### config.mk
export PLATFORM = sky130hd
export DESIGN_NAME = aluExec
export DESIGN_NICKNAME = d
export VERILOG_FILES = /design/src/aluPkg.sv /design/src/aluAdder.sv /design/src/aluBitwise.sv /design/src/aluCondEval.sv /design/src/aluControl.sv /design/src/aluExec.sv /design/src/aluFlags.sv /design/src/aluRetire.sv
export VERILOG_INCLUDE_DIRS = /design/src
export SDC_FILE = /design/constraint.sdc
export NUM_CORES = 1
export LEC_CHECK = 0
export ABC_AREA = 1
export BUFFER_PORTS_ARGS = -buffer_cell sky130_fd_sc_hd__buf_2
export CORE_ASPECT_RATIO = 2
export CORE_UTILIZATION = 30
export DETAILED_ROUTE_END_ITERATION = 8
export PLACE_DENSITY_LB_ADDON = 0.1
export REMOVE_ABC_BUFFERS = 1
export SLEW_MARGIN = 20
export SYNTH_ARGS = -nofsm -noshare
export SYNTH_HDL_FRONTEND = slang
export SYNTH_SLANG_ARGS = --single-unit
### constraint.sdc
create_clock -name clk -period 6.7 [get_ports clk]
set_input_delay 2.01 -clock clk [delete_from_list [all_inputs] [get_ports clk]]
set_output_delay 2.01 -clock clk [all_outputs]
set_load 0.01 [all_outputs]
### src/aluConsts.svh
/*
  Integer execution unit constants.
  Widths, opcodes, operand-width codes, condition codes,
  flag bit positions and flag class encodings.
*/
`ifndef ALU_CONSTS_SVH
`define ALU_CONSTS_SVH

`define ALU_DATA_WIDTH   64
`define ALU_FLAG_WIDTH   6
`define ALU_OPCODE_WIDTH 4
`define ALU_COND_WIDTH   4
`define ALU_WCODE_WIDTH  2
`define ALU_CLASS_WIDTH  2
`define ALU_TAP_COUNT    5

// opcodes, also the bitwise function encoding
`define OP_ADD   4'd0
`define OP_SUB   4'd1
`define OP_AND   4'd2
`define OP_OR    4'd3
`define OP_XOR   4'd4
`define OP_XNOR  4'd5
`define OP_MOV   4'd6
`define OP_ZXT8  4'd7
`define OP_ZXT16 4'd8
`define OP_SXT8  4'd9
`define OP_SXT16 4'd10
`define OP_SXT32 4'd11
`define OP_CMOV  4'd12
`define OP_CSET  4'd13 // highest defined opcode

`define WIDTH_8  2'd0
`define WIDTH_16 2'd1
`define WIDTH_32 2'd2
`define WIDTH_64 2'd3

`define COND_Z      4'd0
`define COND_NZ     4'd1
`define COND_S      4'd2
`define COND_NS     4'd3
`define COND_UGT    4'd4
`define COND_ULE    4'd5
`define COND_UGE    4'd6
`define COND_ULT    4'd7
`define COND_SGT    4'd8
`define COND_SLE    4'd9
`define COND_SGE    4'd10
`define COND_SLT    4'd11
`define COND_O      4'd12
`define COND_NO     4'd13
`define COND_P      4'd14
`define COND_ALWAYS 4'd15

// flag vector is {C,O,A,S,Z,P}
`define FLAG_C_BIT 5
`define FLAG_O_BIT 4
`define FLAG_A_BIT 3
`define FLAG_S_BIT 2
`define FLAG_Z_BIT 1
`define FLAG_P_BIT 0

`define FLAG_CLASS_ARITH 2'd0
`define FLAG_CLASS_LOGIC 2'd1
`define FLAG_CLASS_NONE  2'd2

`endif

### src/aluPkg.sv
/*
  Integer execution unit package.
  Shared vector types plus the width helpers used by the datapath.
*/
`include "aluConsts.svh"

package aluPkg;

  typedef logic [`ALU_DATA_WIDTH-1:0]   dataWord;
  typedef logic [`ALU_FLAG_WIDTH-1:0]   flagVec;   // C,O,A,S,Z,P
  typedef logic [`ALU_OPCODE_WIDTH-1:0] opcode;
  typedef logic [`ALU_WCODE_WIDTH-1:0]  opWidth;
  typedef logic [`ALU_COND_WIDTH-1:0]   condCode;
  typedef logic [`ALU_OPCODE_WIDTH-1:0] bitwiseFn; // same codes as opcode
  typedef logic [`ALU_CLASS_WIDTH-1:0]  flagClass;
  typedef logic [`ALU_TAP_COUNT-1:0]    carryTaps; // carries out of 63,31,15,7,3

  // ones below the operand width
  function automatic dataWord widthMask(input opWidth w);
    case (w)
      `WIDTH_8:  widthMask = dataWord'({8{1'b1}});
      `WIDTH_16: widthMask = dataWord'({16{1'b1}});
      `WIDTH_32: widthMask = dataWord'({32{1'b1}});
      default:   widthMask = {`ALU_DATA_WIDTH{1'b1}};
    endcase
  endfunction

  // sign bit at the operand width
  function automatic logic topBit(input dataWord v, input opWidth w);
    case (w)
      `WIDTH_8:  topBit = v[7];
      `WIDTH_16: topBit = v[15];
      `WIDTH_32: topBit = v[31];
      default:   topBit = v[`ALU_DATA_WIDTH-1];
    endcase
  endfunction

endpackage

### src/aluAdder.sv
/*
  ALU adder/subtractor.
  One 64 bit carry chain; subtract adds the inverted operand with
  carry in. Carries at the width boundaries and bit 3 are tapped,
  overflow is taken at the selected width and the sum is masked.
*/
`timescale 1ns/1ps
`include "aluConsts.svh"

module aluAdder (
  input  aluPkg::dataWord  a,
  input  aluPkg::dataWord  b,
  input  logic             subtract,
  input  aluPkg::opWidth   width,
  output aluPkg::dataWord  sum,
  output aluPkg::carryTaps taps,
  output logic             overflow
);

  aluPkg::dataWord bEff;
  aluPkg::dataWord raw;
  aluPkg::dataWord carryIn; // carry into each bit
  logic            carryOut;
  logic            signA;
  logic            signB;
  logic            signR;

  assign bEff = subtract ? ~b : b;

  assign {carryOut, raw} = {1'b0, a} + {1'b0, bEff} + (`ALU_DATA_WIDTH+1)'(subtract);

  // carry into bit k+1 is the carry out of bit k
  assign carryIn = a ^ bEff ^ raw;

  assign taps = {carryOut, carryIn[32], carryIn[16], carryIn[8], carryIn[4]};

  assign signA = aluPkg::topBit(a, width);
  assign signB = aluPkg::topBit(bEff, width);
  assign signR = aluPkg::topBit(raw, width);

  // like signs in, different sign out
  assign overflow = (signA == signB) && (signR != signA);

  assign sum = raw & aluPkg::widthMask(width);

endmodule

### src/aluBitwise.sv
/*
  ALU bitwise and move datapath.
  Logic ops masked to the operand width, plain move, zero and
  sign extension from srcB, and the condition driven CMOV/CSET.
*/
`timescale 1ns/1ps
`include "aluConsts.svh"

module aluBitwise (
  input  aluPkg::dataWord  a,
  input  aluPkg::dataWord  b,
  input  aluPkg::bitwiseFn fnSel,
  input  aluPkg::opWidth   width,
  input  logic             condTrue,
  output aluPkg::dataWord  result
);

  aluPkg::dataWord mask;
  aluPkg::dataWord xorVal;

  assign mask = aluPkg::widthMask(width);
  assign xorVal = a ^ b;

  always_comb
  begin
    case (fnSel)
      `OP_AND:
        result = a & b & mask;
      `OP_OR:
        result = (a | b) & mask;
      `OP_XOR:
        result = xorVal & mask;
      `OP_XNOR:
        result = ~xorVal & mask;
      `OP_MOV:
        result = b;
      `OP_ZXT8:
        result = {{(`ALU_DATA_WIDTH-8){1'b0}}, b[7:0]};
      `OP_ZXT16:
        result = {{(`ALU_DATA_WIDTH-16){1'b0}}, b[15:0]};
      `OP_SXT8:
        result = {{(`ALU_DATA_WIDTH-8){b[7]}}, b[7:0]};
      `OP_SXT16:
        result = {{(`ALU_DATA_WIDTH-16){b[15]}}, b[15:0]};
      `OP_SXT32:
        result = {{(`ALU_DATA_WIDTH-32){b[31]}}, b[31:0]};
      `OP_CMOV:
        result = condTrue ? b : a; // full width, no masking
      `OP_CSET:
        result = aluPkg::dataWord'(condTrue);
      default:
        result = '0; // adder ops, result comes from the sum
    endcase
  end

endmodule

### src/aluCondEval.sv
/*
  Condition evaluator.
  Tests one of sixteen condition codes against the incoming
  C,O,A,S,Z,P flags for conditional move and set.
*/
`timescale 1ns/1ps
`include "aluConsts.svh"

module aluCondEval (
  input  aluPkg::condCode cond,
  input  aluPkg::flagVec  flags,
  output logic            condTrue
);

  logic c;
  logic o;
  logic s;
  logic z;
  logic p;

  assign c = flags[`FLAG_C_BIT];
  assign o = flags[`FLAG_O_BIT];
  assign s = flags[`FLAG_S_BIT];
  assign z = flags[`FLAG_Z_BIT];
  assign p = flags[`FLAG_P_BIT];

  always_comb
  begin
    case (cond)
      `COND_Z:   condTrue = z;
      `COND_NZ:  condTrue = ~z;
      `COND_S:   condTrue = s;
      `COND_NS:  condTrue = ~s;
      `COND_UGT: condTrue = ~c & ~z;
      `COND_ULE: condTrue = c | z;
      `COND_UGE: condTrue = ~c;
      `COND_ULT: condTrue = c;
      `COND_SGT: condTrue = (s == o) & ~z;
      `COND_SLE: condTrue = (s != o) | z;
      `COND_SGE: condTrue = (s == o);
      `COND_SLT: condTrue = (s != o);
      `COND_O:   condTrue = o;
      `COND_NO:  condTrue = ~o;
      `COND_P:   condTrue = p;
      default:   condTrue = 1'b1; // always
    endcase
  end

endmodule

### src/aluControl.sv
/*
  ALU operation decoder.
  Turns opcode into adder controls, the bitwise function select
  and the flag class. Moves and extends never write flags.
*/
`timescale 1ns/1ps
`include "aluConsts.svh"

module aluControl (
  input  logic            opValid,
  input  aluPkg::opcode   op,
  input  aluPkg::opWidth  width,
  output logic            subtract,
  output logic            useAdder,
  output aluPkg::bitwiseFn fnSel,
  output aluPkg::flagClass flagClassSel
);

  assign fnSel = aluPkg::bitwiseFn'(op); // bitwise unit shares the opcode space

  always_comb
  begin
    subtract = 1'b0;
    useAdder = 1'b0;
    flagClassSel = `FLAG_CLASS_NONE;
    case (op)
      `OP_ADD:
      begin
        useAdder = 1'b1;
        flagClassSel = `FLAG_CLASS_ARITH;
      end
      `OP_SUB:
      begin
        subtract = 1'b1;
        useAdder = 1'b1;
        flagClassSel = `FLAG_CLASS_ARITH;
      end
      `OP_AND, `OP_OR, `OP_XOR, `OP_XNOR:
      begin
        flagClassSel = `FLAG_CLASS_LOGIC;
      end
      // moves, extends, cmov and cset leave flags alone at any width
      `OP_MOV, `OP_ZXT8, `OP_ZXT16, `OP_SXT8, `OP_SXT16, `OP_SXT32,
      `OP_CMOV, `OP_CSET:
      begin
        flagClassSel = `FLAG_CLASS_NONE;
      end
      default:
      begin
        flagClassSel = `FLAG_CLASS_NONE;
      end
    endcase
  end

  // issuer must never send the two unused opcodes
  always_comb
  begin
    if (opValid)
    begin
      assert #0 (op <= `OP_CSET)
        else $error("aluControl: undefined opcode %0d issued at width code %0d", op, width);
    end
  end

endmodule

### src/aluExec.sv
/*
  Integer execution unit top.
  Single cycle ALU with a registered result stage: decode, adder,
  bitwise path, condition evaluation and flag build feed the
  retire registers.
*/
`timescale 1ns/1ps
`include "aluConsts.svh"

module aluExec (
  input  logic            clk,
  input  logic            rst,
  input  logic            opValid,
  input  aluPkg::opcode   op,
  input  aluPkg::opWidth  width,
  input  aluPkg::condCode cond,
  input  aluPkg::dataWord srcA,
  input  aluPkg::dataWord srcB,
  input  aluPkg::flagVec  flagsIn,
  output logic            resValid,
  output aluPkg::dataWord result,
  output aluPkg::flagVec  flagsOut,
  output logic            flagsWrite
);

  logic             subtract;
  logic             useAdder;
  aluPkg::bitwiseFn fnSel;
  aluPkg::flagClass flagClassSel;
  logic             condTrue;
  aluPkg::dataWord  sum;
  aluPkg::carryTaps taps;
  logic             overflow;
  aluPkg::dataWord  bitResult;
  aluPkg::flagVec   flagsNext;
  logic             writesFlags;

  aluControl ctrl_i (
    .opValid(opValid), .op(op), .width(width), .subtract(subtract),
    .useAdder(useAdder), .fnSel(fnSel), .flagClassSel(flagClassSel)
  );

  aluCondEval cond_i (.cond(cond), .flags(flagsIn), .condTrue(condTrue));

  aluAdder adder_i (
    .a(srcA), .b(srcB), .subtract(subtract), .width(width),
    .sum(sum), .taps(taps), .overflow(overflow)
  );

  aluBitwise bitwise_i (
    .a(srcA), .b(srcB), .fnSel(fnSel), .width(width),
    .condTrue(condTrue), .result(bitResult)
  );

  aluFlags flags_i (
    .value(sum), .bitResult(bitResult), .useAdder(useAdder), .width(width),
    .subtract(subtract), .taps(taps), .overflow(overflow), .classSel(flagClassSel),
    .flagsIn(flagsIn), .flagsNext(flagsNext), .writesFlags(writesFlags)
  );

  aluRetire retire_i (
    .clk(clk), .rst(rst), .opValid(opValid), .useAdder(useAdder), .sum(sum),
    .bitResult(bitResult), .flagsNext(flagsNext), .writesFlags(writesFlags),
    .resValid(resValid), .result(result), .flagsOut(flagsOut), .flagsWrite(flagsWrite)
  );

endmodule

### src/aluFlags.sv
/*
  ALU flag builder.
  Picks the result source, then forms C,O,A,S,Z,P by the arith
  or logic rules, or passes the incoming flags through unchanged.
  Borrow and auxiliary borrow are the inverted carries.
*/
`timescale 1ns/1ps
`include "aluConsts.svh"

module aluFlags (
  input  aluPkg::dataWord  value,
  input  aluPkg::dataWord  bitResult,
  input  logic             useAdder,
  input  aluPkg::opWidth   width,
  input  logic             subtract,
  input  aluPkg::carryTaps taps,
  input  logic             overflow,
  input  aluPkg::flagClass classSel,
  input  aluPkg::flagVec   flagsIn,
  output aluPkg::flagVec   flagsNext,
  output logic             writesFlags
);

  aluPkg::dataWord picked;
  logic            widthCarry;
  logic            carryF;
  logic            auxF;
  logic            signF;
  logic            zeroF;
  logic            parityF;

  assign picked = useAdder ? value : bitResult;

  always_comb
  begin
    case (width)
      `WIDTH_8:  widthCarry = taps[1];
      `WIDTH_16: widthCarry = taps[2];
      `WIDTH_32: widthCarry = taps[3];
      default:   widthCarry = taps[4];
    endcase
  end

  assign carryF  = widthCarry ^ subtract;
  assign auxF    = taps[0] ^ subtract; // out of bit 3
  assign signF   = aluPkg::topBit(picked, width);
  assign zeroF   = ~|picked;           // value already masked to width
  assign parityF = ~^picked[7:0];      // even count of ones

  always_comb
  begin
    case (classSel)
      `FLAG_CLASS_ARITH:
        flagsNext = {carryF, overflow, auxF, signF, zeroF, parityF};
      `FLAG_CLASS_LOGIC:
        flagsNext = {3'b000, signF, zeroF, parityF};
      default:
        flagsNext = flagsIn;
    endcase
  end

  assign writesFlags = (classSel == `FLAG_CLASS_ARITH) || (classSel == `FLAG_CLASS_LOGIC);

endmodule

### src/aluRetire.sv
/*
  ALU result stage.
  Chooses sum or bitwise result and registers result, flags and
  valid. Outputs hold their last values between operations.
*/
`timescale 1ns/1ps
`include "aluConsts.svh"

module aluRetire (
  input  logic            clk,
  input  logic            rst,
  input  logic            opValid,
  input  logic            useAdder,
  input  aluPkg::dataWord sum,
  input  aluPkg::dataWord bitResult,
  input  aluPkg::flagVec  flagsNext,
  input  logic            writesFlags,
  output logic            resValid,
  output aluPkg::dataWord result,
  output aluPkg::flagVec  flagsOut,
  output logic            flagsWrite
);

  always_ff @(posedge clk)
  begin
    if (rst)
    begin
      resValid <= 1'b0;
      flagsWrite <= 1'b0;
      result <= '0;
      flagsOut <= '0;
    end
    else
    begin
      resValid <= opValid;
      flagsWrite <= opValid & writesFlags;
      if (opValid)
      begin
        result <= useAdder ? sum : bitResult;
        flagsOut <= flagsNext;
      end
    end
  end

  assert property (@(posedge clk) disable iff (rst) flagsWrite |-> resValid);

  // fixed one cycle latency, no stalls
  assert property (@(posedge clk) disable iff (rst) opValid |=> resValid);
  assert property (@(posedge clk) disable iff (rst) !opValid |=> !resValid);

endmodule
# After elaboration in Yosys (flattened, before gate mapping)
# Cells that the tools add are included.
[totals]
output_inout_bits = 72
in_bits = 147
reg_bits = 72
elab_cells = 89
[classes]
add_sub_neg = 2
n_reduce_logical = 11
muxes = 15
eq_ne = 34
bitwise_logic = 23
[ops]
columns = ["cell", "count"]
rows = [
  ["64-bit one-hot mux with 12 select lines", 1],
  ["64-bit AND", 6],
  ["64-bit two-way mux", 3],
  ["64-bit one-hot mux with 3 select lines", 1],
  ["64-bit NOT", 2],
  ["33-bit bitwise XOR", 2],
  ["64-bit by 64-bit adder with 65-bit output", 1],
  ["65-bit by 1-bit adder with 65-bit output", 1],
  ["64-bit bitwise OR", 1],
  ["64-bit OR reduction", 1],
  ["64-bit bitwise XOR", 1],
  ["4-bit equality test (second input constant)", 13],
  ["4-bit by 3-bit equality test with 1-bit output (second input constant)", 8],
  ["4-bit by 2-bit equality test with 1-bit output (second input constant)", 4],
  ["1-bit one-hot mux with 15 select lines", 1],
  ["1-bit one-hot mux with 3 select lines", 5],
  ["6-bit one-hot mux with 2 select lines", 1],
  ["4-bit by 1-bit equality test with 1-bit output (second input constant)", 2],
  ["4-bit zero test", 2],
  ["8-bit XNOR reduction", 1],
  ["2-bit by 1-bit equality test with 1-bit output (second input constant)", 2],
  ["2-bit zero test", 2],
  ["1-bit NOT", 4],
  ["2-bit one-hot mux with 2 select lines", 1],
  ["12 further kinds", 19],
]

# Logic depth before layout (Yosys ltp)
[depth]
word_depth = 10
ltp_mapped = 29
mapped_depth_nobuf = 27

# Modules after synthesis
# From an unflattened synthesis, not the netlist that was laid out.
[hier_totals]
cells_unflattened = 3358
area_unflattened_um2 = 17656.9
[modules_own_cells]
columns = ["mod", "area_per_inst_um2", "cells_each", "seq_area_each_um2", "instances"]
rows = [
  ["aluBitwise", 7160.6, 1443, 0.0, 1],
  ["aluAdder", 5819.3, 1093, 0.0, 1],
  ["aluRetire", 3529.6, 579, 1441.4, 1],
  ["aluFlags", 862.1, 181, 0.0, 1],
  ["aluCondEval", 207.7, 46, 0.0, 1],
  ["aluControl", 77.6, 16, 0.0, 1],
]

# Least setup slack after synthesis
# OpenSTA, ideal clock, no wires.
[synth_path]
path_type = "input-to-reg"
startpoint = "input op[1]"
endpoint = "register retire_i.flagsOut[1]"
setup_time_ns = 0.070
t_required_ns = 6.630
cell_stages = 23
path_slack_ns = 1.276
path_buffers = 2
t_arrival_ns = 5.354
path_cell_list = "buf_4 > inv_2 > nand2_2 > nor2_1 > clkbuf_1 > xor2_1 > ha_1 > nand2_1 > nand2_1 > inv_1 > nand2_1 > or2_2 > a31oi_1 > ha_1 > and3_1 > nand3_1 > nor2_1 > nand2_1 > nor3_1 > nand3_1 > nor2_1 > nand3_1 > a21oi_1"
[synth_via]
elab_chain_len = 10
word_cells_on_any_way = 30
cone_classes = "add/sub: 2; eq/ne: 14; mux: 7; bitwise: 1; reduce/logical: 6"
[synth_lines]
columns = ["item", "line_no", "text"]
rows = [
  ["from (decl)", "aluExec.sv:14", "input aluPkg::opcode op,"],
  ["4-bit by 1-bit equality test with 1-bit output", "aluControl.sv:26", "case (op)"],
  ["1-bit two-way mux", "aluControl.sv:26", ""],
  ["64-bit two-way mux", "aluAdder.sv:28", "assign bEff = subtract ? ~b : b;"],
  ["64-bit by 64-bit adder with 65-bit output", "aluAdder.sv:30", "assign {carryOut, raw} = {1'b0, a} + {1'b0, bEff} + (`ALU_DATA_WIDTH+1)'(subtract);"],
  ["65-bit by 1-bit adder with 65-bit output", "aluAdder.sv:30", ""],
  ["64-bit AND", "aluAdder.sv:44", "assign sum = raw & aluPkg::widthMask(width);"],
  ["64-bit two-way mux", "aluFlags.sv:32", "assign picked = useAdder ? value : bitResult;"],
  ["64-bit OR reduction", "aluFlags.sv:47", "assign zeroF = ~|picked;"],
  ["1-bit zero test", "aluFlags.sv:47", ""],
  ["6-bit one-hot mux with 2 select lines *", "aluFlags.sv:52", "case (classSel)"],
  ["to (signal assigned)", "aluRetire.sv:40", "flagsOut <= flagsNext;"],
  ["to (decl)", "aluRetire.sv:20", "output aluPkg::flagVec flagsOut,"],
]
# Every way passes the cells marked *; elsewhere a longest branch is shown, timed or not.
# A chain may end at the register's enable or synchronous reset.

# Worst setup path in the final report
[layout_path]
startpoint = "input op[3]"
endpoint = "register retire_i.flagsOut[1]"
# The elaborated chain is that of the path after synthesis.

==> impl_metrics.py <==
metrics = {
    "status": {
        "run_status": "completed",
    },
    "timing": {
        "final_min_period_over_clock_period_pct": 95.00,
        "timing.final.setup_violations": 0,
        "setup_clock_skew_after_layout_ns": 0,
        "max_clock_freq_ghz": 0.1571,
        "drv_slew": 0,
        "worst_margin_slew_ns": 1.064,
        "grt_setup_unrepaired": "no",
        "relSlewSlack_pct": 29.01,
        "hold_violations": 0,
        "postLayoutSetupSlackWorst_ns": 0.3350,
        "time_the_worst_path_needs_with_i_o_delays_and_setup_ns": 6.365,
    },
    "synth": {
        "synthArstFlopShare_pct": 0,
        "synth_area_leader_cell": "ha_1",
        "synth_flop_cell": "dfxtp_1",
        "syn_area_sq_mm": 0.01580,
        "synthesis.yosys.warnings": 0,
        "synth.area.top_cells": "ha_1, nand2_1, inv_1",
        "post_synth_most_frequent_cells": "nand2_1, inv_1, nor2_1",
        "synth.distinct_cells": 48,
        "synth_area_per_cell_sq_um": 5.557,
        "synth_cells": 2843,
        "number_of_synthesized_flops_with_an_enable_pin": 0,
        "synthMostInstantiatedCell": "nand2_1",
        "synth-seq-area-share_pct": 9.124,
        "synth-seq-cells": 72,
        "area_share_of_the_largest_cell_type_after_synthesis_pct": 16.47,
    },
    "cts": {
        "clock_latency_ns": 0.37,
        "cts_inserted_buffers": 9,
        "worst_setup_hold_path_clk_slew_ns": 0.10,
        "post_cts.repair.setup_buffers": 0,
        "cts_sinks": 72,
        "clock-root-buffer": "clkbuf_16",
        "htreeDepth": 3,
        "cts_hold_buf": 0,
        "clockBufferDepth": 2,
        "cts_tree": "done",
    },
    "place": {
        "post-place-cells": 3682,
        "gp_congestion": 0.9898,
        "post-dp-hpwl_microns": 72750,
        "port_buffers": 218,
        "detailedPlace.worstSlack_ns": -0.2164,
    },
    "power_and_ir_drop": {
        "ir_worst_vdd_mv": 0.1373,
        "powerDensity_mw_per_mm2": 142.8,
        "power_leakage_uw": 0.01016,
    },
    "global_routing": {
        "first_pass_grt_wire_length_microns": 124700,
        "grt_util_met3_pct": 2.273,
        "grt.total_usage_pct": 32.42,
        "globalRouteMet2Util_pct": 64.19,
        "maximum_number_of_pins_on_one_net_before_global_route_repair": 65,
        "globalRouteMet1Util_pct": 30.19,
        "antenna_found_initial": 3,
        "grt_most_used_layer": "met2",
        "grt_overflow_total": 0,
        "vias_in_the_first_global_route": 19230,
    },
    "route": {
        "drc": 0,
        "detailedRoute.firstIterationViolations": 1402,
        "ant_nets": 0,
        "detail_route.first_pass.iterations": 5,
        "drt-total-wl_microns": 87540,
        "vias_per_std_cell": 5.273,
        "detail_route.wl_per_cell_microns": 23.66,
        "num_vias": 19510,
    },
    "floorplan": {
        "floorplan.initialDensity_pct": 30.48,
        "core_sq_mm": 0.05182,
        "chipWidth_microns": 164.3,
        "die_area_sq_mm": 0.05364,
        "row_count": 118,
        "io_pins": 219,
        "die_y_microns": 326.5,
    },
    "finish": {
        "layout-area-overhead-vs-synth_pct": 14.53,
        "finish.cell_count_without_fillers": 3700,
        "drive_gt1_share_pct": 11.45,
        "design.final.nets": 3389,
    },
    "critical_path": {
        "crit_path_max_fanout": 33,
        "timing.critical_path.slowest_cell_delay_ns": 0.40,
        "cp.required_ns": 7.04,
        "r2r_slack_ns": 5.50,
        "cp_data_arrival_time_ns": 6.70,
        "crit_path_top_delay_cell": "ha_1",
        "cp.buffers_inverters": 5,
        "timing.critical_path.from_type": "input port",
        "crit_path_end_kind": "register",
        "crit_family": "simple AND/OR/NAND/NOR gates",
        "timing.critical_path.mode_cell": "nor2_1",
        "critPathKind": "in2reg",
    },
    "flow_run": {
        "max-cap-violations": 0,
    },
    "min_path": {
        "hold_path.class": "reg2reg",
    },
}
[flip-flops by register name, summed over array words and instances, names as in the netlist]
name	flops
retire_i.flagsOut	6
retire_i.flagsWrite	1
retire_i.result	64
retire_i.resValid	1
[worst register-to-register path: stages (launching register included)]
cell     delay (ns)
dfxtp_1        0.36
nor2_1         0.05
nor2_1         0.28
o21ai_0        0.32
inv_1          0.12
[cell usage in the layout, fill, tap and decap left out, types with 3 or more instances in the layout]
master,count
nand2_2,8
nand2_1,644
o21ai_0,189
a21o_1,3
a21oi_1,174
nor2_1,373
a221oi_1,8
buf_4,62
o21bai_1,8
o21a_1,4
o2111ai_1,7
buf_2,217
nand3_1,201
clkinv_1,8
nor2_4,5
or2_2,4
o21ai_1,61
inv_2,18
inv_1,475
nor3_1,13
xor2_1,68
buf_12,3
dfxtp_1,72
o221ai_1,9
nor2_2,7
xnor2_1,3
ha_1,208
a31oi_1,6
nand4_1,41
nor4_1,3
clkbuf_16,9
a21boi_0,3
o211ai_1,84
nand3b_1,13
[final timing paths]
check        depth (start not counted)                           endpoint                             start
max                                 26  retire_i.flagsOut[1]$_SDFFE_PP0P_                             op[3]
min                                  2   retire_i.result[19]$_SDFFE_PP0P_  retire_i.result[19]$_SDFFE_PP0P_
max reg2reg                          4   retire_i.result[61]$_SDFFE_PP0P_  retire_i.result[61]$_SDFFE_PP0P_
min reg2reg                          2   retire_i.result[19]$_SDFFE_PP0P_  retire_i.result[19]$_SDFFE_PP0P_
[metrics by stage]
step,setup TNS (ns),cell area [sq um],util (%),hold WS (ns),power [uW]
final,0,18090,34.91,0.4765,2583
after global routing,0,18090,34.91,0.4990,2734
after CTS,0,18080,34.90,0.4805,2586
after detailed placement,-0.2164,17750,34.25,0.4598,1965
after global placement,-0.2404,17750,34.25,0.4585,1959
after floorplan,-73.60,15270,-,0.4839,1320
[repair_timing]
action | CTS | global route
resized for setup | 0 | 1
endpoints found under the hold margin | 0 | 0
endpoints found under the setup margin | 0 | 1
[layout make-up]
| class | count | area (sq um) |
|---|---|---|
| antenna | 2 | 5.005 |
| clock buffer | 9 | 225.2 |
| clock inverter | 7 | 107.6 |
| fill | 5975 | 33730 |
| inverter | 502 | 1886 |
| multi-input combinational | 2166 | 11990 |
| sequential | 72 | 1441 |
| tap | 660 | 825.8 |
| timing repair buffer | 282 | 1612 |
[per-layer routing]
metal / wire (microns) / vias to the layer above
li1: - / 9548
met1: 29200 / 9092
met2: 48410 / 662
met3: 2917 / 205
met4: 6997 / 2
met5: 9 / -
[cells by family (layout without fill, tap and decap cells)]
group	count (synthesis)	in the layout	share of synthesized area (%)
flops	72	72	9.124
simple gates	1323	1323	34.76
compound gates	563	563	20.29
fa+ha+maj	209	209	16.60
buf+inv	605	800	15.29
other cells	0	2	0
xor+xnor	71	71	3.936
[power breakdown]
part	total [uW]	internal, uW	switching [uW]
Combinational	1490	451	1040
Sequential	480	460	19.4
Clock	613	336	278
(Power assumes the default switching activity.)
